## src/scurve_pkg.sv

```systemverilog
`default_nettype none

package scurve_pkg;

    ////////////////////////////////////////////////////////////
    // Widths with a meaning
    ////////////////////////////////////////////////////////////

    // Channel number on the ASIC, 64 channels
    typedef logic [5:0]   chn_t;
    // Threshold DAC code
    typedef logic [9:0]   dac_t;
    // Hit counts and window length
    typedef logic [15:0]  cnt_t;
    // One USB data FIFO word
    typedef logic [15:0]  word_t;
    // Three discriminator bits per channel
    typedef logic [191:0] mask_t;
    // Test-charge injection, one bit per channel
    typedef logic [63:0]  ctest_t;

    // Highest channel of a full sweep
    localparam chn_t CHN_LAST = chn_t'(63);

    ////////////////////////////////////////////////////////////
    // Frame markers in the USB stream
    ////////////////////////////////////////////////////////////

    // "SC", opens a sweep
    localparam word_t FRAME_START = 16'h5343;
    // "ED", closes a sweep
    localparam word_t FRAME_END   = 16'h4544;

    // Sequencer states
    typedef enum logic [3:0] {
        IDLE,
        HEADER,
        LOAD,
        WAIT_CFG,
        COUNT,
        EMIT_POINT,
        EMIT_COUNT,
        NEXT,
        TRAILER
    } sweep_state_t;

endpackage

`default_nettype wire

```

## src/scurve_fifo_if.sv

```systemverilog
`default_nettype none

// Count-word stream, counter -> FIFO -> sequencer
interface scurve_fifo_if;
    import scurve_pkg::*;

    word_t wdata;
    logic  wr_en;
    word_t rdata;
    logic  rd_en;
    logic  empty;
    logic  full;

    // Hit counter side
    modport writer (output wdata, output wr_en, input full);

    // Storage itself
    modport fifo (input wdata, input wr_en, input rd_en,
                  output rdata, output empty, output full);

    // Sequencer side, word shown ahead of rd_en
    modport reader (input rdata, input empty, output rd_en);

endinterface

`default_nettype wire

```

## src/scurve_sweep_control.sv

```systemverilog
`default_nettype none

module scurve_sweep_control #(
    parameter int DAC_FIRST = 0,
    parameter int DAC_LAST  = 1023,
    parameter int DAC_STEP  = 1
) (
    input  logic               Clk,
    input  logic               reset_n,
    input  logic               test_start,
    input  scurve_pkg::chn_t   single_chn,
    input  logic               single_mode,
    input  logic               ctest_mode,
    input  logic               config_done,
    output logic               sc_load,
    output scurve_pkg::ctest_t ctest_chn,
    output scurve_pkg::dac_t   dac_code,
    output scurve_pkg::mask_t  disc_mask,
    output logic               count_start,
    input  logic               count_done,
    output logic               flush,
    scurve_fifo_if.reader      data,
    output logic               usb_wr_en,
    output scurve_pkg::word_t  usb_wr_data,
    output logic               test_done
);
    import scurve_pkg::*;

    ////////////////////////////////////////////////////////////
    // Start request and config-done edges
    ////////////////////////////////////////////////////////////

    logic start_q1;
    logic start_q2;
    logic start_pulse;
    logic cfg_q;
    logic cfg_rise;

    always_ff @(posedge Clk or negedge reset_n) begin
        if (!reset_n) begin
            start_q1 <= 1'b0;
            start_q2 <= 1'b0;
            cfg_q    <= 1'b0;
        end else begin
            start_q1 <= test_start;
            start_q2 <= start_q1;
            cfg_q    <= config_done;
        end
    end

    assign start_pulse = start_q1 & ~start_q2;
    // Config engine drops done on load, so wait for a fresh rise
    assign cfg_rise    = config_done & ~cfg_q;

    // One channel enabled, all three discriminators
    function automatic mask_t chn_mask(input chn_t chn);
        mask_t m;
        m = '0;
        m[3 * chn +: 3] = 3'b111;
        return m;
    endfunction

    ////////////////////////////////////////////////////////////
    // Sweep FSM
    ////////////////////////////////////////////////////////////

    sweep_state_t state;
    chn_t         chn_cur;
    dac_t         dac_cur;
    logic         run_single;
    logic         run_ctest;
    logic         last_dac;
    logic         last_chn;

    // Compare in int so a step past 1023 does not wrap
    assign last_dac = (int'(dac_cur) + DAC_STEP) > DAC_LAST;
    assign last_chn = run_single || (chn_cur == CHN_LAST);

    // Count word is shown by the FIFO, popped as it goes out
    assign data.rd_en = (state == EMIT_COUNT) && !data.empty;

    always_ff @(posedge Clk or negedge reset_n) begin
        if (!reset_n) begin
            state       <= IDLE;
            chn_cur     <= '0;
            dac_cur     <= '0;
            run_single  <= 1'b0;
            run_ctest   <= 1'b0;
            sc_load     <= 1'b0;
            count_start <= 1'b0;
            flush       <= 1'b0;
            usb_wr_en   <= 1'b0;
            test_done   <= 1'b0;
            ctest_chn   <= '0;
            dac_code    <= '0;
            disc_mask   <= '0;
        end else begin
            // Single-cycle strobes
            sc_load     <= 1'b0;
            count_start <= 1'b0;
            flush       <= 1'b0;
            usb_wr_en   <= 1'b0;
            case (state)
                IDLE: begin
                    if (start_pulse) begin
                        // Mode inputs held for the whole sweep
                        flush      <= 1'b1;
                        test_done  <= 1'b0;
                        run_single <= single_mode;
                        run_ctest  <= ctest_mode;
                        chn_cur    <= single_mode ? single_chn : '0;
                        dac_cur    <= dac_t'(DAC_FIRST);
                        state      <= HEADER;
                    end
                end
                HEADER: begin
                    usb_wr_en <= 1'b1;
                    state     <= LOAD;
                end
                LOAD: begin
                    // New point goes out with the load strobe
                    dac_code  <= dac_cur;
                    disc_mask <= chn_mask(chn_cur);
                    ctest_chn <= run_ctest ? (ctest_t'(1) << chn_cur) : '0;
                    sc_load   <= 1'b1;
                    state     <= WAIT_CFG;
                end
                WAIT_CFG: begin
                    if (cfg_rise) begin
                        count_start <= 1'b1;
                        state       <= COUNT;
                    end
                end
                COUNT: begin
                    // Word already in the FIFO when done arrives
                    if (count_done) begin
                        state <= EMIT_POINT;
                    end
                end
                EMIT_POINT: begin
                    usb_wr_en <= 1'b1;
                    state     <= EMIT_COUNT;
                end
                EMIT_COUNT: begin
                    if (!data.empty) begin
                        usb_wr_en <= 1'b1;
                        state     <= NEXT;
                    end
                end
                NEXT: begin
                    if (!last_dac) begin
                        dac_cur <= dac_t'(int'(dac_cur) + DAC_STEP);
                        state   <= LOAD;
                    end else if (!last_chn) begin
                        chn_cur <= chn_cur + chn_t'(1);
                        dac_cur <= dac_t'(DAC_FIRST);
                        state   <= LOAD;
                    end else begin
                        state <= TRAILER;
                    end
                end
                TRAILER: begin
                    usb_wr_en <= 1'b1;
                    test_done <= 1'b1;
                    state     <= IDLE;
                end
                default: begin
                    state <= IDLE;
                end
            endcase
        end
    end

    // USB word, qualified by usb_wr_en
    always_ff @(posedge Clk) begin
        case (state)
            HEADER:     usb_wr_data <= FRAME_START;
            EMIT_POINT: usb_wr_data <= {chn_cur, dac_cur};
            EMIT_COUNT: usb_wr_data <= data.rdata;
            TRAILER:    usb_wr_data <= FRAME_END;
            default:    usb_wr_data <= usb_wr_data;
        endcase
    end

endmodule

`default_nettype wire

```

## src/scurve_hit_counter.sv

```systemverilog
`default_nettype none

module scurve_hit_counter (
    input  logic             Clk,
    input  logic             reset_n,
    input  logic             ext_clk,
    input  logic             trigger0_n,
    input  logic             trigger1_n,
    input  logic             trigger2_n,
    input  scurve_pkg::cnt_t cpt_max,
    input  logic             count_start,
    output logic             count_done,
    scurve_fifo_if.writer    data
);
    import scurve_pkg::*;

    ////////////////////////////////////////////////////////////
    // Pin synchronizers
    ////////////////////////////////////////////////////////////

    // Two sync stages plus one for edge detect
    logic [2:0] ext_clk_sync;
    // Triggers as {2, 1, 0}
    logic [2:0] trig_sync1;
    logic [2:0] trig_sync2;
    logic       ext_rise;
    logic       hit;

    always_ff @(posedge Clk or negedge reset_n) begin
        if (!reset_n) begin
            ext_clk_sync <= '0;
            trig_sync1   <= 3'b111;
            trig_sync2   <= 3'b111;
        end else begin
            ext_clk_sync <= {ext_clk_sync[1:0], ext_clk};
            trig_sync1   <= {trigger2_n, trigger1_n, trigger0_n};
            trig_sync2   <= trig_sync1;
        end
    end

    assign ext_rise = ext_clk_sync[1] & ~ext_clk_sync[2];
    // Active low, any one of the three counts
    assign hit      = ~&trig_sync2;

    ////////////////////////////////////////////////////////////
    // Count window
    ////////////////////////////////////////////////////////////

    logic  active;
    cnt_t  edge_cnt;
    cnt_t  hit_cnt;
    cnt_t  hit_sum;
    logic  last_edge;
    logic  wr_q;
    cnt_t  count_word;

    // Includes a hit on the current edge
    assign hit_sum   = hit_cnt + cnt_t'(hit);
    assign last_edge = ({1'b0, edge_cnt} + 17'd1) >= {1'b0, cpt_max};

    always_ff @(posedge Clk or negedge reset_n) begin
        if (!reset_n) begin
            active     <= 1'b0;
            edge_cnt   <= '0;
            hit_cnt    <= '0;
            wr_q       <= 1'b0;
            count_done <= 1'b0;
        end else begin
            wr_q <= 1'b0;
            // Done one cycle after the write, word is stored by then
            count_done <= wr_q;
            if (count_start) begin
                active   <= 1'b1;
                edge_cnt <= '0;
                hit_cnt  <= '0;
            end else if (active && ext_rise) begin
                edge_cnt <= edge_cnt + cnt_t'(1);
                hit_cnt  <= hit_sum;
                if (last_edge) begin
                    active <= 1'b0;
                    wr_q   <= 1'b1;
                end
            end
        end
    end

    always_ff @(posedge Clk) begin
        if (active && ext_rise && last_edge) begin
            count_word <= hit_sum;
        end
    end

    // Full is not expected, one word per point
    assign data.wr_en = wr_q & ~data.full;
    assign data.wdata = word_t'(count_word);

endmodule

`default_nettype wire

```

## src/scurve_data_fifo.sv

```systemverilog
`default_nettype none

module scurve_data_fifo #(
    parameter int FIFO_DEPTH = 16
) (
    input  logic        Clk,
    input  logic        reset_n,
    input  logic        flush,
    scurve_fifo_if.fifo data
);
    import scurve_pkg::*;

    localparam int PTR_W = (FIFO_DEPTH > 1) ? $clog2(FIFO_DEPTH) : 1;
    localparam int CNT_W = $clog2(FIFO_DEPTH + 1);

    // Storage
    word_t mem [FIFO_DEPTH];

    logic [PTR_W-1:0] wr_ptr;
    logic [PTR_W-1:0] rd_ptr;
    logic [CNT_W-1:0] level;
    logic             do_wr;
    logic             do_rd;

    assign data.empty = (level == '0);
    assign data.full  = (level == CNT_W'(FIFO_DEPTH));
    assign do_wr      = data.wr_en & ~data.full;
    assign do_rd      = data.rd_en & ~data.empty;

    // Fall-through, head word always on rdata
    assign data.rdata = mem[rd_ptr];

    // Wrap for depths that are not a power of two
    function automatic logic [PTR_W-1:0] ptr_inc(input logic [PTR_W-1:0] p);
        if (p == PTR_W'(FIFO_DEPTH - 1)) begin
            return '0;
        end
        return p + PTR_W'(1);
    endfunction

    always_ff @(posedge Clk or negedge reset_n) begin
        if (!reset_n) begin
            wr_ptr <= '0;
            rd_ptr <= '0;
            level  <= '0;
        end else if (flush) begin
            // Drop anything left from the last sweep
            wr_ptr <= '0;
            rd_ptr <= '0;
            level  <= '0;
        end else begin
            if (do_wr) begin
                wr_ptr <= ptr_inc(wr_ptr);
            end
            if (do_rd) begin
                rd_ptr <= ptr_inc(rd_ptr);
            end
            case ({do_wr, do_rd})
                2'b10:   level <= level + CNT_W'(1);
                2'b01:   level <= level - CNT_W'(1);
                default: level <= level;
            endcase
        end
    end

    always_ff @(posedge Clk) begin
        if (do_wr) begin
            mem[wr_ptr] <= data.wdata;
        end
    end

endmodule

`default_nettype wire

```

## src/scurve_test_top.sv

```systemverilog
`default_nettype none

module scurve_test_top #(
    parameter int DAC_FIRST  = 0,
    parameter int DAC_LAST   = 1023,
    parameter int DAC_STEP   = 1,
    parameter int FIFO_DEPTH = 16
) (
    input  logic               Clk,
    input  logic               reset_n,
    // Test request and parameters
    input  logic               test_start,
    input  scurve_pkg::chn_t   single_chn,
    input  logic               single_mode,
    input  logic               ctest_mode,
    input  scurve_pkg::cnt_t   cpt_max,
    // Slow-control side
    input  logic               config_done,
    output logic               sc_load,
    output scurve_pkg::ctest_t ctest_chn,
    output scurve_pkg::dac_t   dac_code,
    output scurve_pkg::mask_t  disc_mask,
    // ASIC pins
    input  logic               ext_clk,
    input  logic               trigger0_n,
    input  logic               trigger1_n,
    input  logic               trigger2_n,
    // USB data FIFO write port
    output logic               usb_wr_en,
    output scurve_pkg::word_t  usb_wr_data,
    output logic               test_done
);

    ////////////////////////////////////////////////////////////
    // Internal links
    ////////////////////////////////////////////////////////////

    logic count_start;
    logic count_done;
    logic flush;

    // Count words, counter to sequencer
    scurve_fifo_if count_fifo ();

    scurve_sweep_control #(
        .DAC_FIRST (DAC_FIRST),
        .DAC_LAST  (DAC_LAST),
        .DAC_STEP  (DAC_STEP)
    ) sweep_control_i (
        .Clk         (Clk),
        .reset_n     (reset_n),
        .test_start  (test_start),
        .single_chn  (single_chn),
        .single_mode (single_mode),
        .ctest_mode  (ctest_mode),
        .config_done (config_done),
        .sc_load     (sc_load),
        .ctest_chn   (ctest_chn),
        .dac_code    (dac_code),
        .disc_mask   (disc_mask),
        .count_start (count_start),
        .count_done  (count_done),
        .flush       (flush),
        .data        (count_fifo.reader),
        .usb_wr_en   (usb_wr_en),
        .usb_wr_data (usb_wr_data),
        .test_done   (test_done)
    );

    scurve_hit_counter hit_counter_i (
        .Clk         (Clk),
        .reset_n     (reset_n),
        .ext_clk     (ext_clk),
        .trigger0_n  (trigger0_n),
        .trigger1_n  (trigger1_n),
        .trigger2_n  (trigger2_n),
        .cpt_max     (cpt_max),
        .count_start (count_start),
        .count_done  (count_done),
        .data        (count_fifo.writer)
    );

    scurve_data_fifo #(
        .FIFO_DEPTH (FIFO_DEPTH)
    ) data_fifo_i (
        .Clk     (Clk),
        .reset_n (reset_n),
        .flush   (flush),
        .data    (count_fifo.fifo)
    );

endmodule

`default_nettype wire

```

## config.mk

```make
export PLATFORM = sky130hd
export DESIGN_NAME = scurve_test_top
export DESIGN_NICKNAME = d
export VERILOG_FILES = /design/src/scurve_pkg.sv /design/src/scurve_fifo_if.sv /design/src/scurve_sweep_control.sv /design/src/scurve_hit_counter.sv /design/src/scurve_data_fifo.sv /design/src/scurve_test_top.sv
export SDC_FILE = /design/constraint.sdc
export NUM_CORES = 1
export LEC_CHECK = 0
export ABC_AREA = 1
export BUFFER_PORTS_ARGS = -buffer_cell sky130_fd_sc_hd__buf_2
export CAP_MARGIN = 40
export CELL_PAD_IN_SITES_DETAIL_PLACEMENT = 1
export CELL_PAD_IN_SITES_GLOBAL_PLACEMENT = 2
export CORE_MARGIN = 2
export CORE_UTILIZATION = 35
export CTS_CLUSTER_SIZE = 40
export DETAILED_ROUTE_END_ITERATION = 8
export GPL_ROUTABILITY_DRIVEN = 0
export GPL_TIMING_DRIVEN = 0
export PLACE_DENSITY = 0.73
export SYNTH_ARGS = -nofsm -noshare
export SYNTH_HDL_FRONTEND = slang
export SYNTH_SLANG_ARGS = --single-unit
```

## constraint.sdc

```tcl
create_clock -name Clk -period 4.8 [get_ports Clk]
set_clock_uncertainty 0.05 [all_clocks]
set_input_delay 0.96 -clock Clk [delete_from_list [all_inputs] [get_ports Clk]]
set_output_delay 0.96 -clock Clk [all_outputs]
set_load 0.03 [all_outputs]
```

After elaboration in Yosys (flattened, before gate mapping)
Memory sizes are Yosys's and may differ from the RTL's.
Index checks and enable logic that the tools add are counted.

operators by class
  shifts and indexed selects = 3
  multipliers = 1
  divide/modulo/power cells = 0
  bitwise logic cells = 12
  $add $sub $neg = 10
  reduce and logical (&&, ||, !) cells = 24
  muxes and demuxes = 55
  equal/unequal tests = 21
  $lt $le $gt $ge = 2

operators by type and width
  operator                                                          count
  AND 192 bit                                                       1
  variable shift 3 x 34 -> 192 bit (first input constant)           1
  indexed part select 3 x 34 -> 192 bit (first input constant)      1
  two-way mux 16 bit                                                4
  two-way mux 64 bit                                                1
  case mux 16 bit (4 select lines)                                  1
  left shift 1 x 6 -> 64 bit (first input constant)                 1
  two-way mux 4 bit                                                 14
  negator 8 -> 34 bit                                               1
  greater-than comparator 32 x 11 -> 1 bit (second input constant)  1
  case mux 4 bit (8 select lines)                                   1
  two-way mux 10 bit                                                3
  two-way mux 6 bit                                                 4
  two-way mux 1 bit                                                 21
  case mux 10 bit (2 select lines)                                  1
  adder 16 x 1 -> 17 bit (second input constant)                    1
  >= comparator 17 x 16 -> 1 bit                                    1
  adder 16 x 1 -> 16 bit                                            1
  adder 16 x 1 -> 16 bit (second input constant)                    1
  equality test 4 x 3 -> 1 bit (second input constant)              4
  equality test 4 bit (second input constant)                       3
  case mux 6 bit (2 select lines)                                   1
  nonzero test 2 bit                                                6
  adder 10 x 1 -> 11 bit (second input constant)                    1
  30 further kinds                                                  53

storage, ports and cells
  register bits after elaboration = 385
  memories kept = 1
  bits in writable memories = 256
  output and inout bits = 285
  latch bits = 0
  bits in read-only memories = 0

memory list
  name             depth  bits a word  rd ports  clocked after memory_dff  wr ports  RTL line                source
  data_fifo_i.mem  16     16           1         0                         1         scurve_data_fifo.sv:17  word_t mem [FIFO_DEPTH];

Longest topological paths before layout
Gate-level depths: netlist of run 1.

  word-level depth = 9
  depth in mapped cells = 21
  gate-level depth less buffers = 21

By module
From an unflattened synthesis of run 1, not the netlist that was laid out.

second synthesis, totals
  cell total of the unflattened synthesis = 2235
  area total of the unflattened synthesis = 23022.1 um^2

modules (own cells, without submodules)
  module                instances  area an instance (um^2)  cells an instance  sequential area each (um^2)
  scurve_data_fifo      1          10827.9                  823                8012.7
  scurve_sweep_control  1          8903.5                   1032               4684.5
  scurve_hit_counter    1          3290.7                   380                1589.0

Least setup slack after synthesis of run 1
Ideal clock, no wire load.

  kind = flip-flop to flip-flop
  start point = register hit_counter_i.edge_cnt[0]
  end point = register hit_counter_i.count_word[0], in the netlist hit_counter_i.data.wdata[0] (enable)
  period minus slack after synthesis = 2862 ps
  setup time = 364 ps
  path buffers = 0
  data arrival time = 2448 ps
  slack = 1938 ps
  stages on the path, launching flop included = 19
  path through = dfrtp_1 -> ha_1 -> nand2_1 -> nor2_1 -> nand4_1 -> nor2_1 -> xor2_1 -> inv_1 -> ha_1 -> nand2_1 -> inv_1 -> nand2_1 -> nor2_1 -> nand2_1 -> nand3_1 -> nor2_1 -> nand2_1 -> nand2_1 -> inv_1

between the ends
  cells in the longest elaborated chain, start to end = 3

ends and longest elaborated chain
  what                            RTL line                  source
  start, declared                 scurve_hit_counter.sv:50  cnt_t edge_cnt;
  start signal, assigned          scurve_hit_counter.sv:77  edge_cnt <= edge_cnt + cnt_t'(1);
  adder 16 x 1 -> 17 bit          scurve_hit_counter.sv:59  assign last_edge = ({1'b0, edge_cnt} + 17'd1) >= {1'b0, cpt_max};
  >= comparator 17 x 16 -> 1 bit  scurve_hit_counter.sv:59
  logical AND 1 bit               scurve_hit_counter.sv:88  if (active && ext_rise && last_edge) begin
  end signal, assigned            scurve_hit_counter.sv:89  count_word <= hit_sum;
  end, declared                   scurve_hit_counter.sv:55  cnt_t count_word;

No other way between the ends.
A chain may end at the register's enable or synchronous reset.

Final worst setup path of run 1
  start point = register hit_counter_i.edge_cnt[0]
  end point = register hit_counter_i.count_word[3], in the netlist hit_counter_i.data.wdata[3] (enable)

The elaborated chain is that of the path after synthesis.

==> run summary, run 1 <==
================================================================================
Synthesis-stage register bit count                                           513
Setup repair after global routing missed its margin                           no
Average routed wire per standard cell                                    22.3 µm
Syn avg cell area                                                       10.2 µm²
Slack of the worst reg-to-reg path                                       1.08 ns
Total power after layout                                                0.0155 W
Effective utilization at floorplan                                         35.4%
Number of detailed-route iterations in the first pass                          7
Element type at the critical path end                                  flip-flop
List of most frequent post-synthesis cells                          nand2_1, edfxtp_1, o21ai_0
Total setup buffers inserted after CTS                                         0
Post-synth EDFFs                                                             288
Post-synthesis instance total                                               2234
Share of the clock period used by the worst path                           77.6%
Highest routing layer actually used                                         met4
Top delay family on crit path                                       simple AND/OR/NAND/NOR gates
Tightest Hold Check Type                                            flip-flop to flip-flop
Cell Pwr Density                                                      556 mW/mm²
Antenna violations before repair                                               2
Detailed Route Iter0 Violations                                             1027
Required time reported for the critical path endpoint                    5.00 ns
Leading cell types by total area after synthesis                    edfxtp_1, dfrtp_1, nand2_1
Buffers plus inverters on the worst setup path                                 3
Static leakage                                                           12.9 nW
Fraction of registers with async set/reset                                 43.9%
Combined area of the multi-input logic cells                         0.00658 mm²
Detail Route met3 WL                                                     3260 µm
Ys flop type                                                            edfxtp_1
Final count of pins violating max slew                                         0
Final-stage net count                                                       2696
Actual slew at the worst max-slew pin                                   0.948 ns
Crit-path cells                                                     ha_1 -> nand2_1 -> nor2_1 -> nand4_1 -> nor2_1 -> xor2_1 -> inv_1 -> ha_1 -> nand2_1 -> inv_1 -> nand2_1 -> nor2_1 -> nand2_1 -> nand3_1 -> nor2_1 -> nand2_1 -> nand2_1 -> inv_1
Filler Cells Inserted                                                       7346
Half-perimeter wire length after detailed placement                     58100 µm
Data arrival time of the worst path                                      3.93 ns
Die ar.                                                               0.0672 mm²
Cell repeated most along the worst path                                  nand2_1
Clock tree from TritonCTS                                                   done
Count of unresolved DRC violations after routing                               0
Slowest cell on the critical path                                          inv_1
Maximum fanout along the worst path                                           16
Placed Area                                                           0.0259 mm²
Post-synthesis instance area                                          0.0228 mm²
Fraction of post-synthesis cell area in the top cell type by area          37.9%
Core area                                                             0.0645 mm²
Sinks on Clock Net                                                           513
Setup violators final                                                          0
Count of cell types in the netlist                                            43
Tmin final                                                               3.72 ns
Sequential share of the synthesized area                                   62.6%
Combinational family with the most area after synthesis             simple AND/OR/NAND/NOR gates
Area overhead of the layout relative to synthesis                          21.9%
PostCTS Resize Cnt                                                             0
Worst setup timing slack at the placement stage                          1.04 ns
Synthesis warning total                                                        0
Cts hold-fix bufs                                                              0
DRT Wirelength                                                          78700 µm
CP Launch Type                                                         flip-flop
Overall global routing resource usage                                      23.2%
Area share of fa/ha/maj cells after synthesis                              2.12%
Max Cap Viol                                                                   0
Share of cells above drive strength 1                                      24.3%
Total congestion overflow after global routing                                 0
CTS Buf Count                                                                 57
Die Wd                                                                    259 µm
Fraction of the mapped netlist area in compound gates                      10.6%
Global-route wire length before repair                                 118000 µm
Net Count, Synth                                                            2304
Met1 Routed Length                                                      34100 µm
Count of boundary I/O pins                                                   317
Library cell with the largest summed area after synthesis               edfxtp_1
Pin count of the biggest net entering global routing                         116
Maximum achievable frequency                                           0.269 GHz
Relative slew margins                                                      36.8%
Clk pin slew, worst setup/hold paths                                     0.06 ns
Met2 WL                                                                 38800 µm
Via count                                                                  17700
Count of nets left with antenna violations after detail routing                0
Cell row count                                                                93
Worst setup path class                                              flip-flop to flip-flop
Peak supply drop                                                      0.000343 V
Run status                                                          finished, final reports clean
Cell with the most instances after synthesis                             nand2_1
Max incr delay on CP                                                     0.45 ns
Post-synthesis mux area share                                                 0%
Detail-routed via count per cell                                            5.02
Library cell used as clock root buffer                                 clkbuf_16
Core Util, Final                                                           43.1%
Area share of and/or/nand/nor cells after synthesis                        15.2%
Vertical die dimension                                                    259 µm
Number of levels the H-tree was split into                                     2
Clock latency on the worst-skew pair                                     0.65 ns
Register area                                                         0.0143 mm²
Number of failing hold endpoints at the final stage                            0
Post-synthesis share of cell area spent on xor and xnor gates             0.729%
Layout Cell Area excl Fill                                            0.0278 mm²
Via count of the first global-routing pass                                 18600
Setup slack of the critical path after layout                            1.08 ns
CTS max path bufs                                                              3
Number of port buffers                                                       316
================================================================================
[layer usage]
| metal | vias to the layer above | track usage [%] |
|---|---|---|
| li1 | 8226 | - |
| met1 | 8986 | 31.0 |
| met2 | 390 | 39.3 |
| met3 | 117 | 2.69 |
| met4 | 0 | 7.69 |
| met5 | - | 0 |
[through the flow]
stage                     TNS (ns)  hold slack, ns  cells
after floorplan                  0           0.281   2234
after global placement     -326.84           0.285   3405
after detailed placement         0           0.298   3422
after CTS                        0           0.307   3530
after global routing             0           0.311   3532
final                            0           0.305   3533
[power by group]
group | internal [W] | switching, W | leakage (nW)
logic | 0.00153 | 0.00404 | 5.73
clock network | 0.00263 | 0.00190 | 0.942
registers | 0.00502 | 0.000346 | 6.18
total | 0.00917 | 0.00629 | 12.9
[registers in the layout, summed over array words and instances (netlist names), 5 cells and up]
| name | count |
|---|---|
| data_fifo_i.level | 5 |
| data_fifo_i.mem | 256 |
| hit_counter_i.data.wdata | 16 |
| hit_counter_i.edge_cnt | 16 |
| hit_counter_i.hit_cnt | 16 |
| sweep_control_i.chn_cur | 6 |
| sweep_control_i.ctest_chn | 64 |
| sweep_control_i.dac_code | 10 |
| sweep_control_i.dac_cur | 10 |
| sweep_control_i.disc_mask | 64 |
| sweep_control_i.usb_wr_data | 16 |
[final timing paths]
check	cells after the start	start	endpoint
min	0	hit_counter_i.trig_sync1[0]	hit_counter_i.trig_sync2[0]
min in group asynchronous	1	reset_n	sweep_control_i.ctest_chn[42]
max reg2reg	18	hit_counter_i.edge_cnt[0]	hit_counter_i.data.wdata[3]
max	18	hit_counter_i.edge_cnt[0]	hit_counter_i.data.wdata[3]
min reg2reg	0	hit_counter_i.trig_sync1[0]	hit_counter_i.trig_sync2[0]
max in group asynchronous	2	reset_n	hit_counter_i.edge_cnt[8]
[layout by cell type (no fill, tap or decap), types with 12 or more instances in the layout]
master / Yosys / final
a21oi_1: 21 / 21
clkbuf_16: 0 / 57
o21ai_0: 266 / 266
clkbuf_1: 54 / 67
nand3_1: 98 / 98
o21ai_2: 19 / 19
nor3_1: 19 / 19
nand4_1: 23 / 23
ha_1: 37 / 37
o211ai_1: 47 / 47
xor2_1: 17 / 17
o21ai_1: 58 / 58
nand2_1: 430 / 430
inv_1: 140 / 140
edfxtp_1: 288 / 288
o22ai_1: 12 / 12
clkinv_2: 0 / 12
dfrtp_1: 219 / 219
nor2_2: 1 / 17
buf_2: 26 / 341
buf_4: 135 / 135
nor2_1: 260 / 244
[final cells by class]
cell class / count / area share, %
flip-flops and latches: 513 / 51.4
plain buffers: 226 / 5.07
repair buffers: 333 / 6.96
clock buffers: 73 / 5.45
well taps: 855 / 3.85
clock inverters: 35 / 1.51
diodes: 3 / 0.0270
inverters: 152 / 2.06
multi-input cells: 1343 / 23.7
[cells by family after synthesis]
kind of cell | count (synthesis)
AND/OR/NAND/NOR | 851
AO/OA/AOI/OAI | 435
XOR/XNOR | 19
flip-flops | 513
adder cells (fa/ha/maj) | 38
buffers and inverters | 378
(Power assumes the default switching activity.)
==> inputs of run 2 (changes only) <==
--- a/config.mk
+++ b/config.mk
@@ -5,7 +5,7 @@
 export SDC_FILE = /design/constraint.sdc
 export NUM_CORES = 1
 export LEC_CHECK = 0
-export ABC_AREA = 1
+export ABC_AREA = 0
 export BUFFER_PORTS_ARGS = -buffer_cell sky130_fd_sc_hd__buf_2
 export CAP_MARGIN = 40
 export CELL_PAD_IN_SITES_DETAIL_PLACEMENT = 1
@@ -16,7 +16,7 @@
 export DETAILED_ROUTE_END_ITERATION = 8
 export GPL_ROUTABILITY_DRIVEN = 0
 export GPL_TIMING_DRIVEN = 0
-export PLACE_DENSITY = 0.73
+export PLACE_DENSITY = 0.71
 export SYNTH_ARGS = -nofsm -noshare
 export SYNTH_HDL_FRONTEND = slang
 export SYNTH_SLANG_ARGS = --single-unit
==> constraint.sdc (replaced) <==
create_clock -name Clk -period 3.2 [get_ports Clk]
set_clock_uncertainty 0.05 [all_clocks]
set_input_delay 0.64 -clock Clk [delete_from_list [all_inputs] [get_ports Clk]]
set_output_delay 0.64 -clock Clk [all_outputs]
set_load 0.03 [all_outputs]
==> run 2 against run 1 <==
Net effect:
- register-to-register slack worse by 1.0 ns
- setup slack worse by 1.0 ns
- cell count is 18% lower
- combinational power is 23% higher
- critical path type unchanged
- critical endpoint is now hit_counter_i.data.wdata[5]
- highest routed layer unchanged
==> run summary, run 2 <==
=====================================================================================
Final count of pins violating max slew                                              0
Maximum achievable frequency                                                0.315 GHz
Static leakage                                                                12.3 nW
Via count of the first global-routing pass                                      15500
Combinational family with the most area after synthesis                  compound AO/OA/AOI/OAI gates
Via count                                                                       14600
Ys flop type                                                                 edfxtp_1
Area overhead of the layout relative to synthesis                               24.0%
Post-synth EDFFs                                                                  288
Tightest Hold Check Type                                                 primary input to async pin
Relative contribution of combinational cells to total power                     31.3%
Max Cap Viol                                                                        0
Detailed Route Iter0 Violations                                                   924
Final-stage net count                                                            2088
Sinks on Clock Net                                                                513
Average routed wire per standard cell                                         22.8 µm
Maximum fanout along the worst path                                                 8
Post-synthesis instance total                                                    1608
Overall global routing resource usage                                           20.1%
Fraction of registers with async set/reset                                      43.9%
Die ar.                                                                    0.0655 mm²
Run status                                                               finished, final reports clean
Peak supply drop                                                           0.000453 V
Clock latency on the worst-skew pair                                          0.62 ns
Area share of fa/ha/maj cells after synthesis                                   2.18%
Worst setup path class                                                   flip-flop to flip-flop
Number of failing hold endpoints at the final stage                                 0
Post-synthesis mux area share                                                   8.21%
Fraction of post-synthesis cell area in the top cell type by area               39.0%
Count of nets left with antenna violations after detail routing                     0
Die Wd                                                                         256 µm
Max incr delay on CP                                                          0.43 ns
Vertical die dimension                                                         256 µm
Setup slack of the critical path after layout                               0.0284 ns
CTS max path bufs                                                                   3
Pin count of the biggest net entering global routing                              115
Core area                                                                  0.0629 mm²
Cell-internal power                                                          0.0140 W
Post-synthesis share of cell area spent on xor and xnor gates                   2.40%
Clock tree from TritonCTS                                                        done
Global-route wire length before repair                                      100000 µm
Count of unresolved DRC violations after routing                                    0
Number of detailed-route iterations in the first pass                               5
Relative slew margins                                                           36.8%
Antenna Diode Count                                                                 0
Clk pin slew, worst setup/hold paths                                          0.06 ns
CP Launch Type                                                              flip-flop
Setup violators final                                                               0
Power share of the clock group                                                  31.8%
Post-synthesis instance area                                               0.0222 mm²
Antenna violations before repair                                                    0
Library cell used as clock root buffer                                      clkbuf_16
Fraction of power spent switching nets                                          35.9%
DRT Wirelength                                                               66300 µm
Data arrival time of the worst path                                           3.45 ns
Count of boundary I/O pins                                                        317
Leading cell types by total area after synthesis                         edfxtp_1, dfrtp_1, mux4_2
Slowest cell on the critical path                                             dfrtp_1
Hold Slack                                                                  0.0734 ns
Total congestion overflow after global routing                                      0
Switching power summed over all nets                                        0.00784 W
Most frequent standard cell in the layout excluding fill and tap cells          buf_2
Synthesis warning total                                                             0
Worst setup timing slack at the placement stage                             -0.809 ns
Tmin final                                                                    3.17 ns
Layout Cell Area excl Fill                                                 0.0275 mm²
List of most frequent post-synthesis cells                               edfxtp_1, dfrtp_1, nand2_1
Commonest cells after routing, fill and taps aside                       buf_2, edfxtp_1, dfrtp_1
Fraction of the mapped netlist area in compound gates                           8.30%
Net Count, Synth                                                                 1678
Effective utilization at floorplan                                              35.3%
Cell row count                                                                     92
Number of port buffers                                                            316
Actual slew at the worst max-slew pin                                        0.949 ns
CTS Buf Count                                                                      56
Half-perimeter wire length after detailed placement                          48700 µm
Detail-routed via count per cell                                                 5.02
Library cell with the largest summed area after synthesis                    edfxtp_1
Registers with the most flip-flops                                       data_fifo_i.mem: 256 flops, sweep_control_i.ctest_chn: 64 flops, sweep_control_i.disc_mask: 64 flops
Share of the clock period used by the worst path                                99.1%
Cts hold-fix bufs                                                                   0
Crit-path cells                                                          ha_4 -> nand4_1 -> buf_4 -> nor4_4 -> buf_4 -> xor2_1 -> ha_1 -> a21oi_1 -> o21ai_4 -> nor3_2 -> a211o_4 -> a21oi_4 -> clkbuf_16
Register name with the most flops                                        data_fifo_i.mem
Cell repeated most along the worst path                                         buf_4
Synthesis-stage register bit count                                                513
Buffers plus inverters on the worst setup path                                      3
Share of cells above drive strength 1                                           34.0%
Required time reported for the critical path endpoint                         3.48 ns
Cell Pwr Density                                                           793 mW/mm²
Element type at the critical path end                                       flip-flop
Number of levels the H-tree was split into                                          2
Count of cell types in the netlist                                                 67
Syn avg cell area                                                            13.8 µm²
Cell with the most instances after synthesis                                 edfxtp_1
Area share of and/or/nand/nor cells after synthesis                             8.21%
Number of flip-flops in the largest register                                      256
Sequential Power Share                                                          36.9%
Placed Area                                                                0.0253 mm²
Top delay family on crit path                                            compound AO/OA/AOI/OAI gates
Sequential share of the synthesized area                                        64.4%
Setup repair after global routing missed its margin                               yes
=====================================================================================
## run 2: power groups by stage
| stage | logic (W) | clock network, W | registers (W) |
|---|---|---|---|
| 2_1_floorplan | 0.00394 | 0 | 0.00866 |
| 3_3_place_gp | 0.00666 | 0 | 0.00817 |
| 3_5_place_dp | 0.00684 | 0 | 0.00820 |
| 4_1_cts | 0.00693 | 0.00709 | 0.00806 |
| 5_1_grt | 0.00738 | 0.00733 | 0.00813 |
| 6_report | 0.00684 | 0.00694 | 0.00805 |
## run 2: final timing paths
check | from | endpoint | slack [ns] | cells after the start
setup / recovery | hit_counter_i.edge_cnt[1] | hit_counter_i.data.wdata[5] | 0.03 | 13
hold / removal | reset_n | sweep_control_i.ctest_chn[26] | 0.07 | 1
setup reg to reg | hit_counter_i.edge_cnt[1] | hit_counter_i.data.wdata[5] | 0.03 | 13
hold reg to reg | hit_counter_i.ext_clk_sync[0] | hit_counter_i.ext_clk_sync[1] | 0.30 | 0
max in group asynchronous | reset_n | hit_counter_i.edge_cnt[0] | 1.81 | 2
min in group Clk | ext_clk | hit_counter_i.ext_clk_sync[0] | 0.09 | 1
## run 2: area by class of cell
type | count | area, µm²
plain buffers | 208 | 1280
well taps | 846 | 1060
fillers | 6578 | 35300
clock inverters | 28 | 383
repair buffers | 353 | 2130
inverters | 33 | 124
multi-input cells | 853 | 6650
clock buffers | 77 | 1610
flip-flops and latches | 513 | 14300
## run 2: cells by family after synthesis
family / after synthesis
flops: 513
simple gates: 386
compound gates: 267
buf+inv: 242
mux: 102
xor+xnor: 60
fa+ha+maj: 38
## run 2: stage by stage
stage	cells	TNS (ns)	power, W	util [%]
2_1_floorplan	1608	0	0.0126	-
3_3_place_gp	2770	-612.56	0.0148	39.6
3_5_place_dp	2792	-13.44	0.0150	40.2
4_1_cts	2906	-0.183	0.0221	43.6
5_1_grt	2911	-1.32	0.0228	43.8
6_report	2911	0	0.0218	43.8
## run 2: routing by layer
layer,wire length [µm],track usage [%],up-vias
met3,3370,3.48,77
met2,34500,36.5,420
met4,1330,5.10,0
li1,-,-,6594
met5,0,0,-
met1,27100,24.8,7533
## run 2: what timing repair did
item	in CTS	in global routing
endpoints found under the setup margin	18	17
cloned	1	0
resized for setup	16	13
setup buffers	9	5
pin swaps	9	4
